--- src/verilog/icache_pkg.sv ---
package icache_pkg;

    // ------------------------------------------------------------------------
    // Address layout
    // ------------------------------------------------------------------------
    localparam int addr_width   = 32;
    localparam int offset_width = 4;
    localparam int index_width  = 2;
    localparam int tag_width    = addr_width - index_width - offset_width;

    // Line geometry, four 32-bit words per line
    localparam int line_words = 4;
    localparam int line_width = line_words * 32;

    // ------------------------------------------------------------------------
    // Cache controller states
    // ------------------------------------------------------------------------
    localparam logic [1:0] st_idle    = 2'd0;
    localparam logic [1:0] st_lookup  = 2'd1;
    localparam logic [1:0] st_refill  = 2'd2;
    localparam logic [1:0] st_respond = 2'd3;

    // Field view of a fetch address, MSB first
    typedef struct packed {
        logic [tag_width-1:0]          tag;
        logic [index_width-1:0]        index;
        logic [$clog2(line_words)-1:0] word;
        logic [1:0]                    byte_sel;
    } fetch_fields_t;

    // Same word read as a plain byte address or as lookup fields
    typedef union packed {
        logic [addr_width-1:0] raw;
        fetch_fields_t         f;
    } fetch_addr_t;

endpackage

--- src/verilog/fetch_sequencer.sv ---
`timescale 1ns/1ps

module fetch_sequencer (
    input  logic                    clock,
    input  logic                    reset,
    input  logic                    run,
    input  logic                    redirect,
    input  icache_pkg::fetch_addr_t redirect_pc,
    output logic                    fetch_valid,
    output icache_pkg::fetch_addr_t fetch_addr,
    input  logic                    fetch_ready
);
    import icache_pkg::*;

    fetch_addr_t target_pc;
    logic        accept;

    assign accept = fetch_valid && fetch_ready;

    // Redirect target forced onto a word boundary
    always_comb begin
        target_pc = redirect_pc;
        target_pc.f.byte_sel = 2'b00;
    end

    // ------------------------------------------------------------------------
    // PC and request flag
    // ------------------------------------------------------------------------
    always_ff @(posedge clock or posedge reset) begin
        if (reset) begin
            fetch_valid <= 1'b0;
            fetch_addr  <= '0;
        end else begin
            // An unaccepted request is kept even if run drops
            fetch_valid <= run || (fetch_valid && !fetch_ready);

            if (redirect) begin
                fetch_addr <= target_pc;
            end else if (accept) begin
                fetch_addr.raw <= fetch_addr.raw + 32'd4;
            end
        end
    end

    // Request and its address hold while the cache stalls, except on a redirect
    property p_addr_stable;
        @(posedge clock) disable iff (reset)
        (fetch_valid && !fetch_ready && !redirect) |=> (fetch_valid && $stable(fetch_addr));
    endproperty

    a_addr_stable: assert property (p_addr_stable)
        else $error("fetch request dropped or changed while pending");

endmodule

--- src/verilog/icache.sv ---
`timescale 1ns/1ps

module icache (
    input  logic                                clock,
    input  logic                                reset,
    input  logic                                flush,
    input  logic                                fetch_valid,
    input  icache_pkg::fetch_addr_t             fetch_addr,
    output logic                                fetch_ready,
    output logic                                line_valid,
    output logic [icache_pkg::line_width-1:0]   line_data,
    output icache_pkg::fetch_addr_t             line_addr,
    input  logic                                line_ready,
    output logic                                mem_arvalid,
    output logic [31:0]                         mem_araddr,
    input  logic                                mem_arready,
    input  logic                                mem_rvalid,
    input  logic [31:0]                         mem_rdata,
    input  logic                                mem_rlast,
    output logic                                mem_rready,
    output logic [31:0]                         hit_count,
    output logic [31:0]                         miss_count
);
    import icache_pkg::*;

    logic [1:0]                    state;
    logic                          flush_pending;
    logic                          hit_r;
    logic [$clog2(line_words)-1:0] beat_count;
    logic [2**index_width-1:0]     valid_array;
    logic [tag_width-1:0]          tag_array [2**index_width];
    logic [line_width-1:0]         data_array [2**index_width];
    logic                          accept;
    logic                          beat;
    logic                          lookup_hit;

    assign fetch_ready = (state == st_idle) && !flush_pending;
    assign accept      = fetch_valid && fetch_ready;
    assign beat        = mem_rvalid && mem_rready;
    assign lookup_hit  = valid_array[fetch_addr.f.index]
                         && (tag_array[fetch_addr.f.index] == fetch_addr.f.tag);

    assign line_valid = (state == st_respond);
    assign line_data  = data_array[line_addr.f.index];
    assign mem_rready = (state == st_refill);
    assign mem_araddr = {line_addr.f.tag, line_addr.f.index, {offset_width{1'b0}}};

    // ------------------------------------------------------------------------
    // Controller
    // ------------------------------------------------------------------------
    always_ff @(posedge clock or posedge reset) begin
        if (reset) begin
            state <= st_idle;
            hit_r <= 1'b0;
        end else begin
            if (accept) begin
                hit_r <= lookup_hit;
            end
            case (state)
                st_idle:    if (accept) state <= st_lookup;
                st_lookup:  state <= hit_r ? st_respond : st_refill;
                st_refill:  if (beat && mem_rlast) state <= st_respond;
                st_respond: if (line_ready) state <= st_idle;
                default:    state <= st_idle;
            endcase
        end
    end

    // Read address request, raised on a miss and held until taken
    always_ff @(posedge clock or posedge reset) begin
        if (reset) begin
            mem_arvalid <= 1'b0;
            beat_count  <= '0;
        end else begin
            if (state == st_lookup && !hit_r) begin
                mem_arvalid <= 1'b1;
            end else if (mem_arvalid && mem_arready) begin
                mem_arvalid <= 1'b0;
            end

            if (state == st_lookup) begin
                beat_count <= '0;
            end else if (beat) begin
                beat_count <= beat_count + 1'b1;
            end
        end
    end

    // Valid bits and deferred flush
    always_ff @(posedge clock or posedge reset) begin
        if (reset) begin
            valid_array   <= '0;
            flush_pending <= 1'b0;
        end else begin
            if (state == st_idle && flush_pending) begin
                valid_array <= '0;
            end else if (accept) begin
                valid_array[fetch_addr.f.index] <= 1'b1;
            end
            flush_pending <= flush || (flush_pending && state != st_idle);
        end
    end

    // Tag written at acceptance, one word per refill beat
    always_ff @(posedge clock) begin
        if (accept) begin
            line_addr <= fetch_addr;
            tag_array[fetch_addr.f.index] <= fetch_addr.f.tag;
        end
        if (beat) begin
            data_array[line_addr.f.index][beat_count*32 +: 32] <= mem_rdata;
        end
    end

    // ------------------------------------------------------------------------
    // Performance counters
    // ------------------------------------------------------------------------
    always_ff @(posedge clock or posedge reset) begin
        if (reset) begin
            hit_count  <= '0;
            miss_count <= '0;
        end else if (state == st_lookup) begin
            if (hit_r) begin
                hit_count <= hit_count + 32'd1;
            end else begin
                miss_count <= miss_count + 32'd1;
            end
        end
    end

    // ------------------------------------------------------------------------
    // Checks on the memory and consumer sides
    // ------------------------------------------------------------------------
    a_beat_in_refill: assert property (
        @(posedge clock) disable iff (reset)
        mem_rvalid |-> (state == st_refill))
        else $error("memory beat outside refill");

    // Last flag must coincide with the fourth beat
    a_last_on_fourth: assert property (
        @(posedge clock) disable iff (reset)
        beat |-> (mem_rlast == (beat_count == line_words - 1)))
        else $error("mem_rlast not on the final beat");

    // Line and its address held until the consumer takes them
    a_line_held: assert property (
        @(posedge clock) disable iff (reset)
        (line_valid && !line_ready)
        |=> (line_valid && $stable(line_data) && $stable(line_addr)))
        else $error("line changed or dropped without a transfer");

endmodule

--- src/verilog/inst_select.sv ---
`timescale 1ns/1ps

module inst_select (
    input  logic                              clock,
    input  logic                              reset,
    input  logic                              line_valid,
    input  logic [icache_pkg::line_width-1:0] line_data,
    input  icache_pkg::fetch_addr_t           line_addr,
    output logic                              line_ready,
    output logic                              inst_valid,
    output logic [31:0]                       inst,
    output logic [31:0]                       inst_pc,
    input  logic                              inst_ready
);
    import icache_pkg::*;

    logic [line_words-1:0][31:0] words;
    logic                        take;

    // Word 0 sits in the low bits of the line
    assign words = line_data;

    // Space when empty or draining this cycle
    assign line_ready = !inst_valid || inst_ready;
    assign take       = line_valid && line_ready;

    // ------------------------------------------------------------------------
    // Output register toward the downstream stage
    // ------------------------------------------------------------------------
    always_ff @(posedge clock or posedge reset) begin
        if (reset) begin
            inst_valid <= 1'b0;
        end else if (take) begin
            inst_valid <= 1'b1;
        end else if (inst_ready) begin
            inst_valid <= 1'b0;
        end
    end

    always_ff @(posedge clock) begin
        if (take) begin
            inst    <= words[line_addr.f.word];
            inst_pc <= line_addr.raw;
        end
    end

endmodule

--- src/verilog/icache_subsystem.sv ---
`timescale 1ns/1ps

module icache_subsystem (
    input  logic                    clock,
    input  logic                    reset,
    input  logic                    run,
    input  logic                    redirect,
    input  icache_pkg::fetch_addr_t redirect_pc,
    input  logic                    flush,
    output logic                    mem_arvalid,
    output logic [31:0]             mem_araddr,
    input  logic                    mem_arready,
    input  logic                    mem_rvalid,
    input  logic [31:0]             mem_rdata,
    input  logic                    mem_rlast,
    output logic                    mem_rready,
    output logic                    inst_valid,
    output logic [31:0]             inst,
    output logic [31:0]             inst_pc,
    input  logic                    inst_ready,
    output logic [31:0]             hit_count,
    output logic [31:0]             miss_count
);
    import icache_pkg::*;

    // Sequencer to cache
    logic        fetch_valid;
    logic        fetch_ready;
    fetch_addr_t fetch_addr;

    // Cache to word select
    logic                  line_valid;
    logic                  line_ready;
    logic [line_width-1:0] line_data;
    fetch_addr_t           line_addr;

    fetch_sequencer u_fetch_sequencer (
        .clock       (clock),
        .reset       (reset),
        .run         (run),
        .redirect    (redirect),
        .redirect_pc (redirect_pc),
        .fetch_valid (fetch_valid),
        .fetch_addr  (fetch_addr),
        .fetch_ready (fetch_ready)
    );

    icache u_icache (
        .clock       (clock),
        .reset       (reset),
        .flush       (flush),
        .fetch_valid (fetch_valid),
        .fetch_addr  (fetch_addr),
        .fetch_ready (fetch_ready),
        .line_valid  (line_valid),
        .line_data   (line_data),
        .line_addr   (line_addr),
        .line_ready  (line_ready),
        .mem_arvalid (mem_arvalid),
        .mem_araddr  (mem_araddr),
        .mem_arready (mem_arready),
        .mem_rvalid  (mem_rvalid),
        .mem_rdata   (mem_rdata),
        .mem_rlast   (mem_rlast),
        .mem_rready  (mem_rready),
        .hit_count   (hit_count),
        .miss_count  (miss_count)
    );

    inst_select u_inst_select (
        .clock      (clock),
        .reset      (reset),
        .line_valid (line_valid),
        .line_data  (line_data),
        .line_addr  (line_addr),
        .line_ready (line_ready),
        .inst_valid (inst_valid),
        .inst       (inst),
        .inst_pc    (inst_pc),
        .inst_ready (inst_ready)
    );

endmodule

--- config.mk ---
export PLATFORM = sky130hd
export DESIGN_NAME = icache_subsystem
export DESIGN_NICKNAME = d
export VERILOG_FILES = /design/src/verilog/icache_pkg.sv /design/src/verilog/fetch_sequencer.sv /design/src/verilog/icache.sv /design/src/verilog/inst_select.sv /design/src/verilog/icache_subsystem.sv
export SDC_FILE = /design/constraint.sdc
export NUM_CORES = 1
export LEC_CHECK = 0
export ABC_CLOCK_PERIOD_IN_PS = 3900
export BUFFER_PORTS_ARGS = -buffer_cell sky130_fd_sc_hd__buf_4
export CAP_MARGIN = 5
export CORE_ASPECT_RATIO = 1.5
export CORE_MARGIN = 5
export CORE_UTILIZATION = 56
export CTS_BUF_LIST = sky130_fd_sc_hd__clkbuf_8
export DETAILED_ROUTE_END_ITERATION = 8
export PLACE_DENSITY_LB_ADDON = 0.2
export SKIP_CTS_REPAIR_TIMING = 1
export SLEW_MARGIN = 20
export SYNTH_ARGS = -nofsm -noshare
export SYNTH_HDL_FRONTEND = slang
export SYNTH_SLANG_ARGS = --single-unit
--- constraint.sdc ---
create_clock -name clock -period 3.9 [get_ports clock]
set_input_delay 0.39 -clock clock [delete_from_list [all_inputs] [get_ports clock]]
set_output_delay 0.39 -clock clock [all_outputs]
set_load 0.03 [all_outputs]
==> results.ini, run 1 <==
[floorplanning]
die_h_um = 305
initial_core_util_pct = 56.3
dieArea_um2 = 63000
rows = 108
die_w_um = 207
pin_count = 236
core_um2 = 57700

[cts]
htreeDepth = 3
clk_latency_ns = 0.74
cts_tree = done
clock_sinks = 817
cts_root_buf = clkbuf_8
cts.clk_slew.worst_paths_ns = 0.06
cts_buffers = 116
clockBufferDepth = 3

[setup_path]
worst_path_dominant_cell_family = buffers and inverters
crit_top_cell = buf_4
crit_path_start = u_icache.state[0]
crit_end = u_icache.tag_array[3][22]
worst-path-stages = 7
crit_buf_inv = 4
worstPathRequired_ns = 4.29
critical_path.slowest_cell = buf_4
r2r_slack_ns = 1.12
rr_worst_depth = 7
max_stage_delay_ns = 0.41
r2r-end = u_icache.tag_array[3][22]
cp_max_fo = 23
worstPathCellList = inv_1 -> ha_1 -> nand3b_2 -> clkinv_1 -> buf_4 -> and3_1 -> buf_4
worstSetupEndpointType = flip-flop
criticalPathCategory = reg2reg
critPathArrivalTime_ns = 3.17
rr_startpoint = u_icache.state[0]
crit_path_start_kind = flip-flop

[synthesis]
syn_inst = 1689
synth.cell_area_um2 = 32500
avgSynthCellArea_um2 = 19.2
synth_edf_count = 708
async_flop_share_pct = 13.1
synth.distinct_cells = 51
synthDominantCellAreaShare_pct = 65.5
ys_ff_latch = 817
ys.warnings.count = 0
yosysSeqAreaShare_pct = 73.8
synth_top_cell_by_area = edfxtp_1
ys_top_cells_by_area = edfxtp_1 65%, mux4_2 12%, dfrtp_1 8.2%, xnor2_1 2.6%, and2_1 2.5%
synth-main-ff-cell = edfxtp_1

[drt]
vias = 16441
first_pass_iters = 5
wl_per_cell_um = 23.9
drt_iter0_markers = 1064
antenna_left = 0
dr.max_layer_used = met4
route.final.wire_length_um = 69200
wl_met2_um = 38800
via_per_inst = 5.69
route.detailed.drc = 0
met1_length_um = 25200
route.met3.wl_um = 3660

[sta]
final_hold_viol_count = 0
worstMarginPinSlew_ns = 1.13
fmax_mhz = 359
fin_crit_sh_pct = 71.3
fin_crit_ns = 2.78
drv_slew = 0
final.setup_skew_ns = 0.0324
rsz0062_at_grt = no
slew_headroom_pct = 24.4
hold_ws_ns = 0.0411
setup_viol = 0

[power]
power.leakage_nw = 13.5
peakVddDrop_uv = 368
power.total_mw = 21.0
power_density_nw_per_um2 = 558

[global_route]
grt_usage_pct = 22.4
antenna_found_initial = 4
gr-total-overflow = 0
grt_max_degree = 79
grt_pass1_vias = 17809
grt_pass1_wl_um = 105000

[place]
hpwlAfterDp_um = 42300
gp_congestion = 0.773
portBuffers = 227

[cells_and_area]
layout_commonest_cell = edfxtp_1
drive_gt1_share_pct = 29.9
final_nets = 2103
multi_input_area_um2 = 8030
layout_common_cells = 708 x edfxtp_1, 261 x buf_4, 172 x mux4_2, 129 x and2_1, 121 x clkbuf_8
syn_to_final_growth_pct = 16.0
fillers = 3949
area.sequential_um2 = 24000

[outcome]
outcome = finished, final reports clean

[job]
maxCapViolCount = 0

[min_path]
hold_class = in2reg

## cell usage after synthesis (all sizes together), types with 2 or more instances
library cell,count
edfxtp,708
mux4,182
and2,131
dfrtp,107
xnor2,95
nand2,82
buf,57
clkbuf,44
nor2,39
o21ai,32
nand3,29
nand4,26
xor2,26
nor3,18
inv,16
ha,13
and3,12
mux2i,11
nand2b,11
nor4,8
and4,7
mux2,6
nor3b,4
o21a,4
nand3b,3
a21oi,2
dfxtp,2
or3,2
## state kept, by name, indices dropped and copies added, names as in the netlist, 2 cells and up, named ones only
name,flops
u_fetch_sequencer.fetch_addr,30
u_icache.beat_count,2
u_icache.data_array,512
u_icache.hit_count,32
u_icache.line_addr,30
u_icache.miss_count,32
u_icache.state,2
u_icache.tag_array,104
u_icache.valid_array,4
u_inst_select.inst,32
u_inst_select.inst_pc,30
## through the flow
stage | util, % | cells | worst slack [ns] | TNS, ns | cell area [um^2]
after global placement | 60.9 | 2632 | 1.16 | 0 | 35200
after detailed placement | 60.9 | 2632 | 1.10 | 0 | 35200
final | 65.3 | 2889 | 1.12 | 0 | 37700
after global routing | 65.3 | 2887 | 0.895 | 0 | 37700
after CTS | 64.6 | 2849 | 1.07 | 0 | 37300
after floorplan | - | 1694 | -0.0136 | -1.74 | 32500
## power breakdown
| group | switching [mW] | internal, mW |
|---|---|---|
| clock network | 3.16 | 2.97 |
| registers | 0.355 | 10.5 |
| logic | 2.41 | 1.65 |
## kinds of logic after synthesis
family / after synthesis / share of synthesized area, %
AO/OA/AOI/OAI: 44 / 0.774
XOR/XNOR: 121 / 3.26
adder cells (fa/ha/maj): 13 / 0.501
buffers and inverters: 118 / 1.95
flip-flops: 817 / 73.8
multiplexers: 199 / 13.3
other: 1 / 0.0115
AND/OR/NAND/NOR: 376 / 6.40
## layer usage
layer  global-route usage [%]  vias to the layer above
met5                        0                        -
li1                         -                     7264
met3                     4.01                       94
met2                     40.9                      487
met1                     26.7                     8596
met4                     7.18                        0
## how the worst min path moves through the flow
| stage | to | cells after the start | from | slack [ns] |
|---|---|---|---|---|
| after floorplan | u_inst_select.inst_pc[2] | 0 | u_icache.line_addr[2] | 0.42 |
| after global placement | u_inst_select.inst_pc[17] | 0 | u_icache.line_addr[17] | 0.44 |
| after detailed placement | u_inst_select.inst_pc[28] | 0 | u_icache.line_addr[28] | 0.44 |
| after CTS | u_icache.hit_count[5] | 2 | reset | -0.24 |
| after global routing | u_icache.data_array[2][24] | 2 | mem_rdata[24] | 0.006 |
| final | u_icache.data_array[0][33] | 2 | mem_rdata[1] | 0.04 |
## area by class of cell
type,count,share of cell area [%]
clock buffers,121,4.42
clock inverters,96,1.25
well taps,770,2.56
multi-input cells,759,21.3
inverters,17,0.176
repair buffers,306,6.61
flip-flops and latches,817,63.7
diodes,3,0.0199
Power figures use the tool's default switching activity.
==> inputs of run 2 (changes only) <==
ABC_CLOCK_PERIOD_IN_PS = 2700   (was 3900)
CORE_UTILIZATION = 60   (was 56)
clock period = 2.7 ns   (was 3.9 ns; I/O delays follow)
==> run 2 against run 1 <==
Register-to-register slack lost 0.92 ns. Clock power rose by 48%. Worst setup slack got worse by 0.92 ns. Maximum frequency increased by 11%. Count of clock-buffer cells in the layout shrank 2. Sequential power up 44%. Largest power group unchanged. Via count up 1.8%.
==> results.ini, run 2 (same netlist as run 1, synthesis figures left out) <==
[cells_and_area]
final_nets = 2154  ; +2.4%
layout_common_cells = 708 x edfxtp_1, 261 x buf_4, 172 x mux4_2, 129 x and2_1, 119 x clkbuf_8
drive_gt1_share_pct = 30.5  ; +0.55 points
layout_commonest_cell = edfxtp_1
largest_register_ffs = 512  ; unchanged
fin_util_pct = 71.7  ; +6.4 points
syn_to_final_growth_pct = 18.4
largestRegisters = u_icache.data_array (512), u_icache.tag_array (104)
largest_register = u_icache.data_array

[drt]
route.final.wire_length_um = 69900  ; +1.0%
first_pass_iters = 5  ; unchanged
route.detailed.drc = 0  ; unchanged
vias = 16735  ; +1.8%
antenna_left = 0  ; unchanged
drt_iter0_markers = 1090  ; +2.4%
wl_per_cell_um = 24.5  ; +2.3%
via_per_inst = 5.87  ; +3.1%

[global_route]
antenna_found_initial = 3  ; -1
grt_max_degree = 108  ; +37%
grt_pass1_wl_um = 106000  ; +0.65%
grt_pass1_vias = 17876  ; +0.38%
gr-total-overflow = 0  ; unchanged
grt_usage_pct = 24.2  ; +1.8 points

[floorplanning]
die_h_um = 295  ; -3.3%
rows = 104  ; -3.7%
initial_core_util_pct = 60.6  ; +4.3 points
die_w_um = 200  ; -3.2%
core_um2 = 53600  ; -7.1%
pin_count = 236  ; unchanged
dieArea_um2 = 59000  ; -6.4%

[setup_path]
critPathArrivalTime_ns = 2.85  ; -0.32 ns
crit_path_start_kind = flip-flop
worstPathCellList = inv_1 -> ha_1 -> nand3b_2 -> clkinv_2 -> and3_2 -> buf_4
criticalPathCategory = reg2reg
crit_buf_inv = 3  ; -1
worstSetupEndpointType = flip-flop
worst_path_dominant_cell_family = buffers and inverters
worstPathRequired_ns = 3.05  ; -1.24 ns
cp_max_fo = 24  ; +4.3%
max_stage_delay_ns = 0.40  ; about the same
critical_path.slowest_cell = dfrtp_1

[sta]
slew_headroom_pct = 50.9  ; +26 points
final_hold_viol_count = 0  ; unchanged
fin_crit_ns = 2.50  ; -0.281 ns
drv_slew = 0  ; unchanged
setup_viol = 0  ; unchanged
fmax_mhz = 400  ; +11%
fin_crit_sh_pct = 92.6  ; +21 points
rsz0062_at_grt = no
worstMarginPinSlew_ns = 0.736  ; -0.397 ns
final.setup_skew_ns = 0.0359  ; +0.00354 ns
layout_setup_ws_ns = 0.199  ; -0.919 ns

[power]
p_seq_share_pct = 50.4  ; -1.1 points
p_sw_share_pct = 27.6  ; -0.53 points
p_sw_mw = 8.53  ; +44%
power_density_nw_per_um2 = 802  ; +44%
power.leakage_nw = 13.8  ; +2.5%
peakVddDrop_uv = 676  ; +84%
p_int_mw = 22.3  ; +48%
pwr-share-clk_pct = 29.4  ; +0.2 points
p_comb_share_pct = 20.3  ; +1.0 points
power.total_mw = 30.9  ; +47%

[place]
hpwlAfterDp_um = 41400  ; -2.1%
portBuffers = 227  ; unchanged
gp_congestion = 0.780  ; +0.87%
dp_slack_ns = 0.226  ; -0.874 ns

[cts]
cts_buffers = 112  ; -3.4%
htreeDepth = 3  ; unchanged
clockBufferDepth = 3  ; unchanged
clock_sinks = 817  ; unchanged
cts_tree = done
clk_latency_ns = 0.72  ; -0.02 ns
cts_root_buf = clkbuf_8
cts.clk_slew.worst_paths_ns = 0.06  ; about the same

[outcome]
outcome = finished, final reports clean

[job]
maxCapViolCount = 0  ; unchanged

[min_path]
hold_class = in2reg

-- run 2: final cells by class --
class,count,area [um^2]
Multi-Input combinational cell,759,8080
Inverter,17,68.8
Tap cell,689,862
Antenna cell,2,5.00
Fill cell,3283,15200
Clock buffer,119,1640
Timing Repair Buffer,361,3280
Sequential cell,817,24000
Clock inverter,87,536
-- run 2: worst register-to-register path, cell delays in order, from the launching register on --
cell	delay, ns
dfrtp_1	0.40
inv_1	0.16
ha_1	0.30
nand3b_2	0.34
clkinv_2	0.29
and3_2	0.29
buf_4	0.38
-- run 2: metrics by stage --
step | std cells | hold slack (ns) | area, um^2 | TNS [ns]
after global routing | 2850 | 0.0431 | 38400 | 0
after floorplan | 1694 | 0.362 | 32600 | -108.79
after global placement | 2575 | 0.433 | 35600 | 0
after CTS | 2781 | -0.320 | 37800 | 0
after detailed placement | 2575 | 0.439 | 35600 | 0
final | 2851 | 0.0322 | 38500 | 0
-- run 2: worst paths after layout --
path	startpoint	cells after the start	slack [ns]	to
setup reg to reg	u_icache.state[0]	6	0.20	u_icache.tag_array[3][24]
min in group asynchronous	reset	4	0.31	u_fetch_sequencer.fetch_valid
max in group asynchronous	reset	4	1.97	u_fetch_sequencer.fetch_addr[24]
hold reg to reg	u_icache.line_addr[24]	0	0.45	u_inst_select.inst_pc[24]
hold / removal	redirect	3	0.03	u_fetch_sequencer.fetch_addr[18]
setup / recovery	u_icache.state[0]	6	0.20	u_icache.tag_array[3][24]
-- run 2: layer usage --
metal | vias to the layer above | GRT usage (%) | share of wire [%]
li1 | 7356 | - | -
met1 | 8614 | 30.5 | 37
met2 | 625 | 42.2 | 54
met3 | 138 | 4.46 | 6.2
met4 | 2 | 8.64 | 3.1
met5 | - | 0 | 0.019
-- run 2: power by group through the flow --
stage | clock network (mW) | logic [mW] | registers (mW)
floorplan | 0 | 3.45 | 16.3
global placement | 0 | 6.08 | 15.8
detailed placement | 0 | 6.25 | 15.8
CTS | 9.28 | 6.26 | 15.6
global route | 9.87 | 6.70 | 15.6
finish | 9.06 | 6.25 | 15.5
==> inputs of run 3 (changes only) <==
ABC_AREA = 1   (was not set)
==> run 3 against run 2 <==
The run now ends with negative hold slack left. First-iteration DRC count rose by 65%. Sequential power rose by 3%. Clock power rose by 5.7%. Sequential share of layout area fell by 2.9 points. Flip-flop and latch count did not move. Global-route usage rose by 2.9 points. Non-clock buffer count fell by 17. Die area rose by 6.7%. Utilization fell by 1.6 points. Register-to-register slack improved by 0.08 ns. Synthesized cell count rose by 70%. Worst setup slack improved by 0.082 ns. Critical endpoint is now u_icache.data_array[3][97]. Largest power group unchanged.
==> results.ini, run 3 <==
[setup_path]
worstSetupEndpointType = flip-flop
worstPathRequired_ns = 3.19  ; +0.14 ns
crit_path_start = u_icache.beat_count[0]
criticalPathCategory = reg2reg
cp_max_fo = 43  ; +79%
rr_worst_depth = 5  ; -1
max_stage_delay_ns = 0.54  ; +0.14 ns
worstPathCellList = inv_1 -> ha_1 -> or2_2 -> buf_12 -> nor3_1
critPathArrivalTime_ns = 2.91  ; +0.06 ns
r2r-end = u_icache.data_array[3][97]
crit_path_start_kind = flip-flop
rr_startpoint = u_icache.beat_count[0]
r2r_slack_ns = 0.28  ; +0.08 ns
critical_path.slowest_cell = or2_2

[global_route]
grt_pass1_vias = 23946  ; +34%
grt_max_degree = 73  ; -32%
antenna_found_initial = 2  ; -1
grt_pass1_wl_um = 132000  ; +24%
grt_usage_pct = 27.1  ; +2.9 points
gr-total-overflow = 0  ; unchanged

[cells_and_area]
largest_register_ffs = 512  ; unchanged
largest_register = u_icache.data_array
syn_to_final_growth_pct = 16.2
fin_util_pct = 70.1  ; -1.6 points
drive_gt1_share_pct = 16.1  ; -14 points
layout_commonest_cell = edfxtp_1
layout_common_cells = 708 x edfxtp_1, 492 x nand2_1, 297 x inv_1, 258 x buf_4, 168 x o21ai_0
largestRegisters = u_icache.data_array (512), u_icache.tag_array (104)
final_nets = 3243  ; +51%

[sta]
rsz0062_at_grt = no
fin_crit_sh_pct = 89.6  ; -3.1 points
setup_viol = 0  ; unchanged
final.setup_skew_ns = 0.0328  ; -0.00312 ns
worstMarginPinSlew_ns = 0.797  ; +0.0612 ns
fin_crit_ns = 2.42  ; -0.0824 ns
slew_headroom_pct = 46.8  ; -4.1 points
drv_slew = 0  ; unchanged
hold_ws_ns = -0.00439  ; -0.0366 ns
fmax_mhz = 414  ; +3.4%
final_hold_viol_count = 1  ; +1
layout_setup_ws_ns = 0.282  ; +0.0824 ns

[floorplanning]
die_h_um = 305  ; +3.3%
die_w_um = 206  ; +3.2%
rows = 108  ; +3.8%
dieArea_um2 = 62900  ; +6.7%
core_um2 = 57600  ; +7.4%
initial_core_util_pct = 60.3  ; -0.24 points
pin_count = 236  ; unchanged

[outcome]
violations = negative hold slack
outcome = finished, violations left

[synthesis]
async_flop_share_pct = 13.1  ; unchanged
synth-main-ff-cell = edfxtp_1
synthTopCellsByCount = 708 x edfxtp_1, 492 x nand2_1, 274 x inv_1
syn_inst = 2866  ; +70%
ys_ff_latch = 817  ; unchanged
synth_edf_count = 708  ; unchanged
synth_top_cell_by_area = edfxtp_1
synthDominantCellAreaShare_pct = 61.2  ; -4.3 points
avgSynthCellArea_um2 = 12.1  ; -37%
yosysMostFrequentCell = edfxtp_1
ys.warnings.count = 0  ; unchanged
synth.cell_area_um2 = 34700  ; +6.9%
synth.distinct_cells = 42  ; -18%
yosysSeqAreaShare_pct = 69.0  ; -4.8 points
ys_top_cells_by_area = edfxtp_1 61%, dfrtp_1 7.7%, nand2_1 5.3%, mux2i_1 3.7%, o211ai_1 3.0%

[cts]
cts_buffers = 111  ; -0.89%
cts_root_buf = clkbuf_8
cts_tree = done
clockBufferDepth = 3  ; unchanged
clock_sinks = 817  ; unchanged
clk_latency_ns = 0.74  ; +0.02 ns
cts.clk_slew.worst_paths_ns = 0.07  ; about the same
htreeDepth = 3  ; unchanged

[place]
hpwlAfterDp_um = 51800  ; +25%
gp_congestion = 0.899  ; +15%
portBuffers = 227  ; unchanged
dp_slack_ns = 0.316  ; +0.0899 ns

[min_path]
worstHoldStart = redirect
hold_end = u_fetch_sequencer.fetch_addr[3]
min_path_cells = 3  ; unchanged
hold_class = in2reg

[power]
peakVddDrop_uv = 676  ; +0.12%
p_seq_share_pct = 48.4  ; -2.0 points
power.leakage_nw = 16.1  ; +17%
pwr-share-clk_pct = 28.9  ; -0.5 points
power_density_nw_per_um2 = 820  ; +2.2%
p_comb_share_pct = 22.7  ; +2.4 points
power.total_mw = 33.1  ; +7.3%
p_sw_mw = 10.6  ; +24%
p_sw_share_pct = 32.0  ; +4.4 points
p_int_mw = 22.5  ; +0.83%

[drt]
vias = 23224  ; +39%
antenna_left = 0  ; unchanged
route.final.wire_length_um = 86100  ; +23%
wl_per_cell_um = 21.4  ; -13%
route.detailed.drc = 0  ; unchanged
first_pass_iters = 6  ; +1
drt_iter0_markers = 1798  ; +65%
via_per_inst = 5.78  ; -1.5%

[job]
maxCapViolCount = 0  ; unchanged

run 3: cell count changes after synthesis, sizes merged, moves of 81 or more:
cell	before	now
nand2	82	503
inv	16	285
mux4	182	0
o21ai	32	183
a21oi	2	140
o211ai	0	138
and2	131	0
nor2	39	170
mux2i	11	128
nand3	29	110
run 3: routing by layer:
layer  wire length [um]  track usage (%)  vias to the layer above  part of all wire [%]
met5                  0                0                        -                     0
met4               2980             10.7                        0                   3.5
met3               6230             4.84                      226                   7.2
met2              45800             48.3                     1015                    53
met1              31100             32.4                    11374                    36
li1                   -                -                    10609                     -
run 3: cell type report:
cell class / count / area [um^2]
Sequential cell: 817 / 24000
Multi-Input combinational cell: 1597 / 8940
Tap cell: 770 / 963
Clock inverter: 88 / 693
Clock buffer: 113 / 1560
Fill cell: 3965 / 17200
Inverter: 286 / 1080
Timing Repair Buffer: 344 / 3130
Antenna cell: 2 / 5.00
run 3: cells by family after synthesis:
family	Yosys count	share of synthesized area, %
and+or+nand+nor	911	11.4
DFF	817	69.0
AOI/OAI and AO/OA	472	7.89
buffers and inverters	457	5.79
muxes	128	3.69
xor gates and xnor gates	67	1.69
adders and majority gates	13	0.468
other	1	0.0108
run 3: stage by stage:
stage,hold WS [ns],cells,area [um^2],TNS [ns]
final,-0.00439,4017,40400,0
after detailed placement,0.354,3761,37600,0
after floorplan,0.362,2871,34800,-164.10
after global placement,0.358,3761,37600,0
after CTS,-0.456,3962,39800,0
after global routing,-0.00631,4016,40400,0
run 3: power by group through the flow:
stage,Sequential (mW),Clock (mW),Combinational [mW]
2_1_floorplan,16.7,0,4.20
6_report,16.0,9.58,7.50
3_3_place_gp,16.2,0,7.13
3_5_place_dp,16.3,0,7.40
5_1_grt,16.1,10.3,8.12
4_1_cts,16.0,9.73,7.42
run 3: worst max-delay path by stage:
stage	endpoint	cells past startpoint
floorplan	u_icache.data_array[0][0]	6
global placement	u_icache.data_array[2][61]	5
detailed placement	u_icache.data_array[3][97]	5
CTS	u_icache.data_array[3][97]	5
global route	u_icache.data_array[3][35]	5
finish	u_icache.data_array[3][97]	5
run 3: worst max-delay path, delay by kind of cell (launching register included):
kind,cells,cell delay (ns)
buffers and inverters,2,0.48
DFF,1,0.44
and+or+nand+nor,2,0.94
adders and majority gates,1,0.30
